===== src/mem_bus_pkg.sv =====
package mem_bus_pkg;

    localparam int addr_w     = 32;
    localparam int word_w     = 32;
    localparam int line_words = 8;
    localparam int line_off_w = 5;   // byte offset inside a 256-bit line

    // AXI burst encodings
    localparam logic [7:0] line_len   = 8'd7;
    localparam logic [7:0] word_len   = 8'd0;
    localparam logic [1:0] burst_incr = 2'b01;
    localparam logic [2:0] beat_size  = 3'b010;   // 4 bytes per beat
    localparam logic [3:0] strb_all   = 4'b1111;

    // word 0 sits in the lowest bits
    typedef logic [line_words*word_w-1:0] line_t;

    typedef struct packed {
        logic [addr_w-1:0] addr;
        logic              is_line;
    } rd_cmd_t;

    typedef struct packed {
        logic [addr_w-1:0] addr;
        logic [7:0]        len;
        logic [2:0]        size;
        logic [1:0]        burst;
    } axi_ar_t;

    typedef struct packed {
        logic [addr_w-1:0] addr;
        logic [7:0]        len;
        logic [2:0]        size;
        logic [1:0]        burst;
    } axi_aw_t;

    typedef struct packed {
        logic [word_w-1:0] data;
        logic [1:0]        resp;
        logic              last;
    } axi_r_t;

    typedef struct packed {
        logic [word_w-1:0]   data;
        logic [word_w/8-1:0] strb;
        logic                last;
    } axi_w_t;

endpackage


===== src/axi_read_engine.sv =====
`timescale 1ns/1ps

module axi_read_engine import mem_bus_pkg::*; (
    input  logic    aclk,
    input  logic    rst,
    input  rd_cmd_t cmd_i,
    input  logic    cmd_valid_i,
    input  logic    arready_i,
    input  axi_r_t  r_i,
    input  logic    rvalid_i,
    output axi_ar_t ar_o,
    output logic    arvalid_o,
    output logic    rready_o,
    output logic    rd_done_o,
    output line_t   rd_data_o
);
    logic          idle;
    logic          r_fire;
    logic [2:0]    beat_cnt;
    line_t         line_q;
    axi_ar_t       next_ar;

    // arvalid and rready double as the engine state
    assign idle   = !arvalid_o && !rready_o;
    assign r_fire = rvalid_i && rready_o;

    always_comb begin
        next_ar.size  = beat_size;
        next_ar.burst = burst_incr;
        if (cmd_i.is_line) begin
            next_ar.addr = {cmd_i.addr[addr_w-1:line_off_w], {line_off_w{1'b0}}};
            next_ar.len  = line_len;
        end else begin
            next_ar.addr = cmd_i.addr;
            next_ar.len  = word_len;
        end
    end

    always_ff @(posedge aclk) begin
        if (rst) begin
            arvalid_o <= 1'b0;
            rready_o  <= 1'b0;
            rd_done_o <= 1'b0;
            beat_cnt  <= 3'd0;
        end else begin
            rd_done_o <= 1'b0;
            if (idle && cmd_valid_i) begin
                arvalid_o <= 1'b1;
                beat_cnt  <= 3'd0;
            end
            if (arvalid_o && arready_i) begin
                arvalid_o <= 1'b0;
                rready_o  <= 1'b1;
            end
            if (r_fire) begin
                beat_cnt <= beat_cnt + 3'd1;
                if (r_i.last) begin
                    rready_o  <= 1'b0;
                    rd_done_o <= 1'b1;
                end
            end
        end
    end

    // payload regs
    always_ff @(posedge aclk) begin
        if (idle && cmd_valid_i) begin
            ar_o <= next_ar;
        end
        if (r_fire) begin
            line_q[beat_cnt*word_w +: word_w] <= r_i.data;
        end
    end

    assign rd_data_o = line_q;

    a_ar_stable: assert property (@(posedge aclk) disable iff (rst)
        arvalid_o && !arready_i |=> arvalid_o && $stable(ar_o));

    // last on beat 8 for a line, beat 1 for a word
    a_r_last: assert property (@(posedge aclk) disable iff (rst)
        r_fire |-> (r_i.last == ({5'd0, beat_cnt} == ar_o.len)));

endmodule


===== src/axi_write_engine.sv =====
`timescale 1ns/1ps

module axi_write_engine import mem_bus_pkg::*; (
    input  logic                aclk,
    input  logic                rst,
    input  logic                dcache_wr_req_i,
    input  logic [addr_w-1:0]   dcache_wr_addr_i,
    input  line_t               dcache_wr_data_i,
    input  logic                ducache_wen_i,
    input  logic [addr_w-1:0]   ducache_awaddr_i,
    input  logic [word_w-1:0]   ducache_wdata_i,
    input  logic [word_w/8-1:0] ducache_strb_i,
    input  logic                awready_i,
    input  logic                wready_i,
    input  logic                bvalid_i,
    output logic                dcache_wr_done_o,
    output logic                ducache_bvalid_o,
    output axi_aw_t             aw_o,
    output logic                awvalid_o,
    output axi_w_t              w_o,
    output logic                wvalid_o,
    output logic                bready_o
);
    logic    sel_line;   // current burst is a line writeback
    logic    idle;
    logic    start;
    logic [2:0] beat_cnt;
    logic [2:0] nxt_idx;
    axi_aw_t next_aw;
    axi_w_t  next_w;

    // hold off while a completion pulse is out, the client still has req up
    assign idle  = !awvalid_o && !wvalid_o && !bready_o
                   && !dcache_wr_done_o && !ducache_bvalid_o;
    assign start = idle && (dcache_wr_req_i || ducache_wen_i);

    always_comb begin
        next_aw.size  = beat_size;
        next_aw.burst = burst_incr;
        if (dcache_wr_req_i) begin
            next_aw.addr = {dcache_wr_addr_i[addr_w-1:line_off_w], {line_off_w{1'b0}}};
            next_aw.len  = line_len;
        end else begin
            next_aw.addr = ducache_awaddr_i;
            next_aw.len  = word_len;
        end
    end

    // beat 0 right after AW, then one up per W handshake
    assign nxt_idx = awvalid_o ? 3'd0 : beat_cnt + 3'd1;

    always_comb begin
        if (sel_line) begin
            next_w.data = dcache_wr_data_i[nxt_idx*word_w +: word_w];
            next_w.strb = strb_all;
            next_w.last = (nxt_idx == 3'(line_words - 1));
        end else begin
            next_w.data = ducache_wdata_i;
            next_w.strb = ducache_strb_i;
            next_w.last = 1'b1;
        end
    end

    always_ff @(posedge aclk) begin
        if (rst) begin
            awvalid_o        <= 1'b0;
            wvalid_o         <= 1'b0;
            bready_o         <= 1'b0;
            sel_line         <= 1'b0;
            beat_cnt         <= 3'd0;
            dcache_wr_done_o <= 1'b0;
            ducache_bvalid_o <= 1'b0;
        end else begin
            dcache_wr_done_o <= 1'b0;
            ducache_bvalid_o <= 1'b0;
            if (start) begin
                awvalid_o <= 1'b1;
                sel_line  <= dcache_wr_req_i;   // writeback wins
            end
            if (awvalid_o && awready_i) begin
                awvalid_o <= 1'b0;
                wvalid_o  <= 1'b1;
                beat_cnt  <= 3'd0;
            end
            if (wvalid_o && wready_i) begin
                if (w_o.last) begin
                    wvalid_o <= 1'b0;
                    bready_o <= 1'b1;
                end else begin
                    beat_cnt <= nxt_idx;
                end
            end
            if (bready_o && bvalid_i) begin
                bready_o         <= 1'b0;
                dcache_wr_done_o <= sel_line;
                ducache_bvalid_o <= !sel_line;
            end
        end
    end

    always_ff @(posedge aclk) begin
        if (start) begin
            aw_o <= next_aw;
        end
        if ((awvalid_o && awready_i) || (wvalid_o && wready_i && !w_o.last)) begin
            w_o <= next_w;
        end
    end

    a_w_stable: assert property (@(posedge aclk) disable iff (rst)
        wvalid_o && !wready_i |=> wvalid_o && $stable(w_o));

endmodule


===== src/mem_bridge_top.sv =====
`timescale 1ns/1ps

module mem_bridge_top import mem_bus_pkg::*; (
    input  logic                aclk,
    input  logic                rst,
    // icache line refill
    input  logic                icache_rd_req_i,
    input  logic [addr_w-1:0]   icache_rd_addr_i,
    output logic                icache_ret_valid_o,
    output line_t               icache_ret_data_o,
    // dcache line refill and writeback
    input  logic                dcache_rd_req_i,
    input  logic [addr_w-1:0]   dcache_rd_addr_i,
    output logic                dcache_ret_valid_o,
    output line_t               dcache_ret_data_o,
    input  logic                dcache_wr_req_i,
    input  logic [addr_w-1:0]   dcache_wr_addr_i,
    input  line_t               dcache_wr_data_i,
    output logic                dcache_wr_done_o,
    // uncached data
    input  logic                ducache_ren_i,
    input  logic [addr_w-1:0]   ducache_araddr_i,
    output logic                ducache_rvalid_o,
    output logic [word_w-1:0]   ducache_rdata_o,
    input  logic                ducache_wen_i,
    input  logic [addr_w-1:0]   ducache_awaddr_i,
    input  logic [word_w-1:0]   ducache_wdata_i,
    input  logic [word_w/8-1:0] ducache_strb_i,
    output logic                ducache_bvalid_o,
    // AXI master
    output axi_ar_t             ar_o,
    output logic                arvalid_o,
    input  logic                arready_i,
    input  axi_r_t              r_i,
    input  logic                rvalid_i,
    output logic                rready_o,
    output axi_aw_t             aw_o,
    output logic                awvalid_o,
    input  logic                awready_i,
    output axi_w_t              w_o,
    output logic                wvalid_o,
    input  logic                wready_i,
    input  logic                bvalid_i,
    output logic                bready_o
);
    rd_cmd_t rd_cmd;
    logic    rd_cmd_valid;
    logic    rd_done;
    line_t   rd_data;

    read_arbiter u_read_arbiter (
        .aclk               (aclk),
        .rst                (rst),
        .icache_rd_req_i    (icache_rd_req_i),
        .icache_rd_addr_i   (icache_rd_addr_i),
        .dcache_rd_req_i    (dcache_rd_req_i),
        .dcache_rd_addr_i   (dcache_rd_addr_i),
        .ducache_ren_i      (ducache_ren_i),
        .ducache_araddr_i   (ducache_araddr_i),
        .rd_done_i          (rd_done),
        .rd_data_i          (rd_data),
        .cmd_o              (rd_cmd),
        .cmd_valid_o        (rd_cmd_valid),
        .icache_ret_valid_o (icache_ret_valid_o),
        .icache_ret_data_o  (icache_ret_data_o),
        .dcache_ret_valid_o (dcache_ret_valid_o),
        .dcache_ret_data_o  (dcache_ret_data_o),
        .ducache_rvalid_o   (ducache_rvalid_o),
        .ducache_rdata_o    (ducache_rdata_o)
    );

    axi_read_engine u_axi_read_engine (
        .aclk        (aclk),
        .rst         (rst),
        .cmd_i       (rd_cmd),
        .cmd_valid_i (rd_cmd_valid),
        .arready_i   (arready_i),
        .r_i         (r_i),
        .rvalid_i    (rvalid_i),
        .ar_o        (ar_o),
        .arvalid_o   (arvalid_o),
        .rready_o    (rready_o),
        .rd_done_o   (rd_done),
        .rd_data_o   (rd_data)
    );

    axi_write_engine u_axi_write_engine (
        .aclk             (aclk),
        .rst              (rst),
        .dcache_wr_req_i  (dcache_wr_req_i),
        .dcache_wr_addr_i (dcache_wr_addr_i),
        .dcache_wr_data_i (dcache_wr_data_i),
        .ducache_wen_i    (ducache_wen_i),
        .ducache_awaddr_i (ducache_awaddr_i),
        .ducache_wdata_i  (ducache_wdata_i),
        .ducache_strb_i   (ducache_strb_i),
        .awready_i        (awready_i),
        .wready_i         (wready_i),
        .bvalid_i         (bvalid_i),
        .dcache_wr_done_o (dcache_wr_done_o),
        .ducache_bvalid_o (ducache_bvalid_o),
        .aw_o             (aw_o),
        .awvalid_o        (awvalid_o),
        .w_o              (w_o),
        .wvalid_o         (wvalid_o),
        .bready_o         (bready_o)
    );

endmodule


===== src/read_arbiter.sv =====
`timescale 1ns/1ps

module read_arbiter import mem_bus_pkg::*; (
    input  logic              aclk,
    input  logic              rst,
    input  logic              icache_rd_req_i,
    input  logic [addr_w-1:0] icache_rd_addr_i,
    input  logic              dcache_rd_req_i,
    input  logic [addr_w-1:0] dcache_rd_addr_i,
    input  logic              ducache_ren_i,
    input  logic [addr_w-1:0] ducache_araddr_i,
    input  logic              rd_done_i,
    input  line_t             rd_data_i,
    output rd_cmd_t           cmd_o,
    output logic              cmd_valid_o,
    output logic              icache_ret_valid_o,
    output line_t             icache_ret_data_o,
    output logic              dcache_ret_valid_o,
    output line_t             dcache_ret_data_o,
    output logic              ducache_rvalid_o,
    output logic [word_w-1:0] ducache_rdata_o
);
    logic    busy;
    logic    gnt_ic, gnt_dc, gnt_du;   // one-hot, held until rd_done_i
    logic    any_req;
    rd_cmd_t next_cmd;

    assign any_req = dcache_rd_req_i || ducache_ren_i || icache_rd_req_i;

    // fixed priority: dcache line, uncached, icache line
    always_comb begin
        if (dcache_rd_req_i) begin
            next_cmd = '{addr: dcache_rd_addr_i, is_line: 1'b1};
        end else if (ducache_ren_i) begin
            next_cmd = '{addr: ducache_araddr_i, is_line: 1'b0};
        end else begin
            next_cmd = '{addr: icache_rd_addr_i, is_line: 1'b1};
        end
    end

    always_ff @(posedge aclk) begin
        if (rst) begin
            busy        <= 1'b0;
            cmd_valid_o <= 1'b0;
            gnt_ic      <= 1'b0;
            gnt_dc      <= 1'b0;
            gnt_du      <= 1'b0;
        end else begin
            cmd_valid_o <= 1'b0;   // engine is idle whenever we grant
            if (busy) begin
                if (rd_done_i) begin
                    busy   <= 1'b0;
                    gnt_ic <= 1'b0;
                    gnt_dc <= 1'b0;
                    gnt_du <= 1'b0;
                end
            end else if (any_req) begin
                busy        <= 1'b1;
                cmd_valid_o <= 1'b1;
                gnt_dc      <= dcache_rd_req_i;
                gnt_du      <= !dcache_rd_req_i && ducache_ren_i;
                gnt_ic      <= !dcache_rd_req_i && !ducache_ren_i;
            end
        end
    end

    always_ff @(posedge aclk) begin
        if (!busy && any_req) begin
            cmd_o <= next_cmd;
        end
    end

    assign icache_ret_valid_o = rd_done_i && gnt_ic;
    assign dcache_ret_valid_o = rd_done_i && gnt_dc;
    assign ducache_rvalid_o   = rd_done_i && gnt_du;
    assign icache_ret_data_o  = rd_data_i;
    assign dcache_ret_data_o  = rd_data_i;
    assign ducache_rdata_o    = rd_data_i[word_w-1:0];   // single beat lands in word 0

    // engine completes only a command we issued, so exactly one client gets the pulse
    a_done_in_grant: assert property (@(posedge aclk) disable iff (rst)
        rd_done_i |-> busy && $onehot({gnt_ic, gnt_dc, gnt_du}));

endmodule


===== config.mk =====
export PLATFORM = sky130hd
export DESIGN_NAME = mem_bridge_top
export DESIGN_NICKNAME = d
export VERILOG_FILES = /design/src/mem_bus_pkg.sv /design/src/axi_read_engine.sv /design/src/axi_write_engine.sv /design/src/mem_bridge_top.sv /design/src/read_arbiter.sv
export SDC_FILE = /design/constraint.sdc
export NUM_CORES = 1
export LEC_CHECK = 0
export ABC_AREA = 0
export BUFFER_PORTS_ARGS = -buffer_cell sky130_fd_sc_hd__buf_2
export CAP_MARGIN = 20
export CORE_AREA = 2 2 463 465
export DETAILED_ROUTE_END_ITERATION = 8
export DIE_AREA = 0 0 465 467
export SLEW_MARGIN = 20
export SYNTH_ARGS = -nofsm -noshare
export SYNTH_HDL_FRONTEND = slang
export SYNTH_SLANG_ARGS = --single-unit

===== constraint.sdc =====
create_clock -name aclk -period 4.9 [get_ports aclk]
set_input_delay 0.49 -clock aclk [delete_from_list [all_inputs] [get_ports aclk]]
set_output_delay 0.49 -clock aclk [all_outputs]
set_load 0.05 [all_outputs]

Word-level counts from Yosys, hierarchy flattened
Index checks and enable logic that the tools add are counted.
Cells by class
  reduce and logical (&&, ||, !) cells: 45
  bitwise gates (word level): 2
  mux-type cells: 29
  add/subtract/negate cells: 3
  shift-type cells: 3
  eq/ne operators: 2
Operators with widths (number)
  $bwmux W256: 1
  $shift A32 B34 Y256 const A: 1
  $shiftx A256 B9 Y32: 1
  $shiftx A32 B34 Y256: 1
  $mux W33: 2
  $mux W40: 1
  $mux W37: 1
  $neg A8 Y34: 1
  $mux W3: 7
  $logic_and A1 B1 Y1: 19
  $mux W1: 17
  $logic_not A1 Y1: 12
  $reduce_or A2 Y1: 6
  $add A3 B1 Y3 const B: 2
  $logic_or A1 B1 Y1: 4
  $reduce_and A2 Y1: 2
  $reduce_bool A2 Y1: 2
  $eq A3 B3 Y1 const B: 1
  $ne A2 B1 Y1 const B: 1
  $not A1 Y1: 2
Word-level totals
  register bits: 426

Longest topological paths before layout
  word-level depth: 6
  depth in mapped cells: 10

Modules after synthesis
Synthesis repeated with hierarchy kept, for this count alone.
Unflattened totals
  cells, all modules: 2030
  area, all modules: 23189.7 um^2
Modules (own cells, without submodules)
  axi_read_engine: times used 1, cells each 746, area an instance 11407.2 um^2, seq. area each 8798.4 um^2
  read_arbiter: times used 1, cells each 711, area an instance 6013.3 um^2, seq. area each 1091.0 um^2
  axi_write_engine: times used 1, cells each 573, area an instance 5769.3 um^2, seq. area each 2282.2 um^2

Worst setup path before layout
OpenSTA, ideal clock, no wires.
  kind: flip-flop to flip-flop
  from: reg u_axi_read_engine.beat_cnt[0] (netlist name)
  to: reg u_axi_read_engine.line_q[128] (netlist: u_axi_read_engine.rd_data_o[128]) (enable)
  cell stages (with the launch flop): 9
  library setup time: 502 ps
  path slack: -420 ps
  data arrival time: 4818 ps
  cells stage by stage: dfxtp_1 -> buf_4 -> inv_1 -> ha_1 -> ha_1 -> o31ai_2 -> or2_1 -> buf_2 -> nor4_1
RTL lines
  to (signal, indexed assignment): line axi_read_engine.sv:71  | line_q[beat_cnt*word_w +: word_w] <= r_i.data;
  to (decl): line axi_read_engine.sv:20  | line_t line_q;

==> impl_metrics.py <==
metrics = {
    "cells_and_area": {
        "fillers": 23787,
        "layout-drive-gt1-share_pct": 52.9,
        "multi_input_area_um2": 5660,
        "area_growth_pct": 43.3,
        "nNetsFinal": 3034,
        "utilization_pct": 13.8,
        "seqCellArea_um2": 12200,
    },
    "worst_setup_path": {
        "worstSetupStartpointType": "register",
        "critical_path_class": "reg -> reg",
        "end_kind": "register",
        "cp.arrival_ns": 4.24,
        "crit_top_cell": "ha_1",
        "cp.required_ns": 5.19,
        "cp_slowest_stage_delay_ns": 0.71,
        "path_cells": "inv_1 -> ha_1 -> ha_1 -> o31ai_2 -> or2_2 -> nor4_4 -> buf_4",
        "critPathMaxFanout": 34,
        "cp_slowest_cell": "dfxtp_1",
    },
    "detailed_routing": {
        "wirelength_um": 139000,
        "ant_nets": 0,
        "vias": 16615,
        "firstDrtPassIters": 5,
        "drt_iter0_drc": 1144,
        "post-route-drc-count": 0,
        "vias_per_cell": 3.07,
        "wl_per_cell_um": 25.6,
    },
    "clock_network": {
        "cts_resized": 0,
        "cts.htree.levels": 2,
        "clockBufferDepth": 3,
        "tritoncts": "built",
        "cts_sinks": 412,
        "holdBufCountCts": 3,
        "insertion_delay_ns": 0.67,
        "cts-root-buf": "clkbuf_16",
        "cts_setup_buffers": 0,
        "clk_pin_slew_ns": 0.06,
        "cts_inserted_buffers": 54,
    },
    "floorplanning": {
        "coreArea_um2": 212000,
        "die_h_um": 467,
        "die_area_um2": 217000,
        "start_util_pct": 9.67,
        "fp.dieW_um": 465,
        "rows": 169,
        "ios": 1180,
    },
    "yosys": {
        "seq_area_frac_synth_pct": 59.5,
        "synth_enable_flop_cells": 392,
        "synth_common_cells": "edfxtp_1, buf_4, nor2_1",
        "syn_area_um2": 20500,
        "yosys_warnings": 0,
        "async_flop_share_pct": 0,
        "synth_ff_type": "edfxtp_1",
        "synth.most_common_cell": "edfxtp_1",
        "ys_types": 45,
        "syn_inst": 1678,
        "ys_seq_elements": 412,
        "synthTopCellsByArea": "edfxtp_1, buf_4, mux2i_1",
        "synth_top_area_share_pct": 57.5,
        "syn_avg_cell_area_um2": 12.2,
        "yosysTopAreaCell": "edfxtp_1",
    },
    "power_and_ir_drop": {
        "p_per_area_nw_per_um2": 327,
        "total_power_mw": 9.59,
        "peakVddDrop_mv": 0.233,
        "p_leak_nw": 11.2,
    },
    "global_route": {
        "grt_pass1_wl_um": 168000,
        "grt_pass1_vias": 15735,
        "grt_usage_pct": 12.1,
        "grt_max_degree": 75,
        "grt-ovfl-total": 0,
        "grt_antenna_before_repair": 90,
    },
    "timing": {
        "relSlewSlack_pct": 30.5,
        "finalHoldViolCount": 0,
        "tightestPinTransition_ns": 1.04,
        "finalSetupViolCount": 0,
        "worst_slack_ns": 0.946,
        "fin_skew_ns": 0.0166,
        "timing.final.crit_share_pct": 80.7,
        "post-route-min-period_ns": 3.95,
        "setup_tns_ns": 0,
        "rsz0062_at_grt": "false",
        "slew_viol_final": 0,
        "clock.fmax_mhz": 253,
    },
    "placement": {
        "port_buffers": 1152,
        "place_ws_ns": 0.906,
        "place_hpwl_um": 118000,
        "gp_congestion": 0.918,
    },
    "hold_path": {
        "min_path_type": "in -> reg",
    },
    "run": {
        "maxCapViolCount": 0,
    },
    "run_status": {
        "status": "completed",
    },
}
routing by layer:
layer | wire length, um | GRT usage, %
met2 | 69400 | 21.6
met1 | 47900 | 12.2
met5 | 441 | 0
met3 | 13600 | 4.91
met4 | 7190 | 5.48
cells in the final DEF (no fill, tap or decap), types with 33 or more instances in the layout:
cell | Yosys | routed
a31oi_1 | 34 | 34
clkbuf_16 | 0 | 55
nand2_1 | 109 | 108
a211oi_1 | 33 | 33
mux2_2 | 60 | 60
nor2b_1 | 44 | 43
buf_2 | 23 | 1152
and2_1 | 133 | 132
nor2_1 | 177 | 172
mux2i_1 | 97 | 97
edfxtp_1 | 392 | 392
o21ai_0 | 36 | 36
worst paths after layout:
| check | slack [ns] | depth (start not counted) | to | startpoint |
|---|---|---|---|---|
| hold / removal | 0.10 | 2 | u_axi_write_engine.w_o[2] | ducache_strb_i[1] |
| setup / recovery | 0.95 | 7 | u_axi_read_engine.rd_data_o[141] | u_axi_read_engine.beat_cnt[0] |
| setup reg to reg | 0.95 | 7 | u_axi_read_engine.rd_data_o[141] | u_axi_read_engine.beat_cnt[0] |
| hold reg to reg | 0.42 | 0 | u_axi_read_engine.ar_o[18] | u_read_arbiter.cmd_o[6] |
kinds of logic (layout without fill, tap and decap cells):
group,after synthesis,in the layout,synth area share [%]
other cells,2,37,0.0367
fa+ha+maj,8,8,0.489
compound gates,179,179,6.04
mux,157,157,8.05
simple gates,504,504,12.1
xor+xnor,3,3,0.128
buf+inv,413,1286,13.7
flops,412,412,59.5
final cells by class:
| class | count | share of cell area (%) |
|---|---|---|
| sequential | 412 | 41.6 |
| timing repair buffer | 1183 | 20.5 |
| multi-input combinational | 871 | 19.3 |
| tap | 2821 | 12.0 |
| clock buffer | 58 | 4.73 |
| clock inverter | 40 | 1.61 |
| antenna | 17 | 0.145 |
| inverter | 5 | 0.0640 |
worst max-delay path, delay by kind of cell (launching register included):
family / cells / cell delay (ns)
compound gates: 1 / 0.24
fa+ha+maj: 2 / 0.81
buf+inv: 2 / 0.78
flops: 1 / 0.71
simple gates: 2 / 0.98
registers in the layout (all words and copies together), names as in the netlist, 3 cells and up:
name                         count
u_axi_read_engine.rd_data_o    256
u_axi_write_engine.w_o          37
u_axi_read_engine.ar_o          33
u_axi_write_engine.aw_o         33
u_read_arbiter.cmd_o            33
u_axi_read_engine.beat_cnt       3
u_axi_write_engine.beat_cnt      3
stage by stage:
stage / hold WS (ns) / instances / instance area [um^2]
6_report: 0.100 / 5407 / 29300
3_3_place_gp: 0.402 / 5289 / 27400
3_5_place_dp: 0.405 / 5289 / 27400
2_1_floorplan: 0.400 / 1696 / 20500
5_1_grt: 0.0435 / 5397 / 29300
4_1_cts: 0.00877 / 5390 / 29300
power by group:
part           internal [mW]  leakage (nW)  switching (mW)
Combinational          0.389          6.52           0.852
Sequential              3.99          3.75          0.0721
Clock                   2.46         0.909            1.84
Total                   6.83          11.2            2.76
Power figures use the tool's default switching activity.
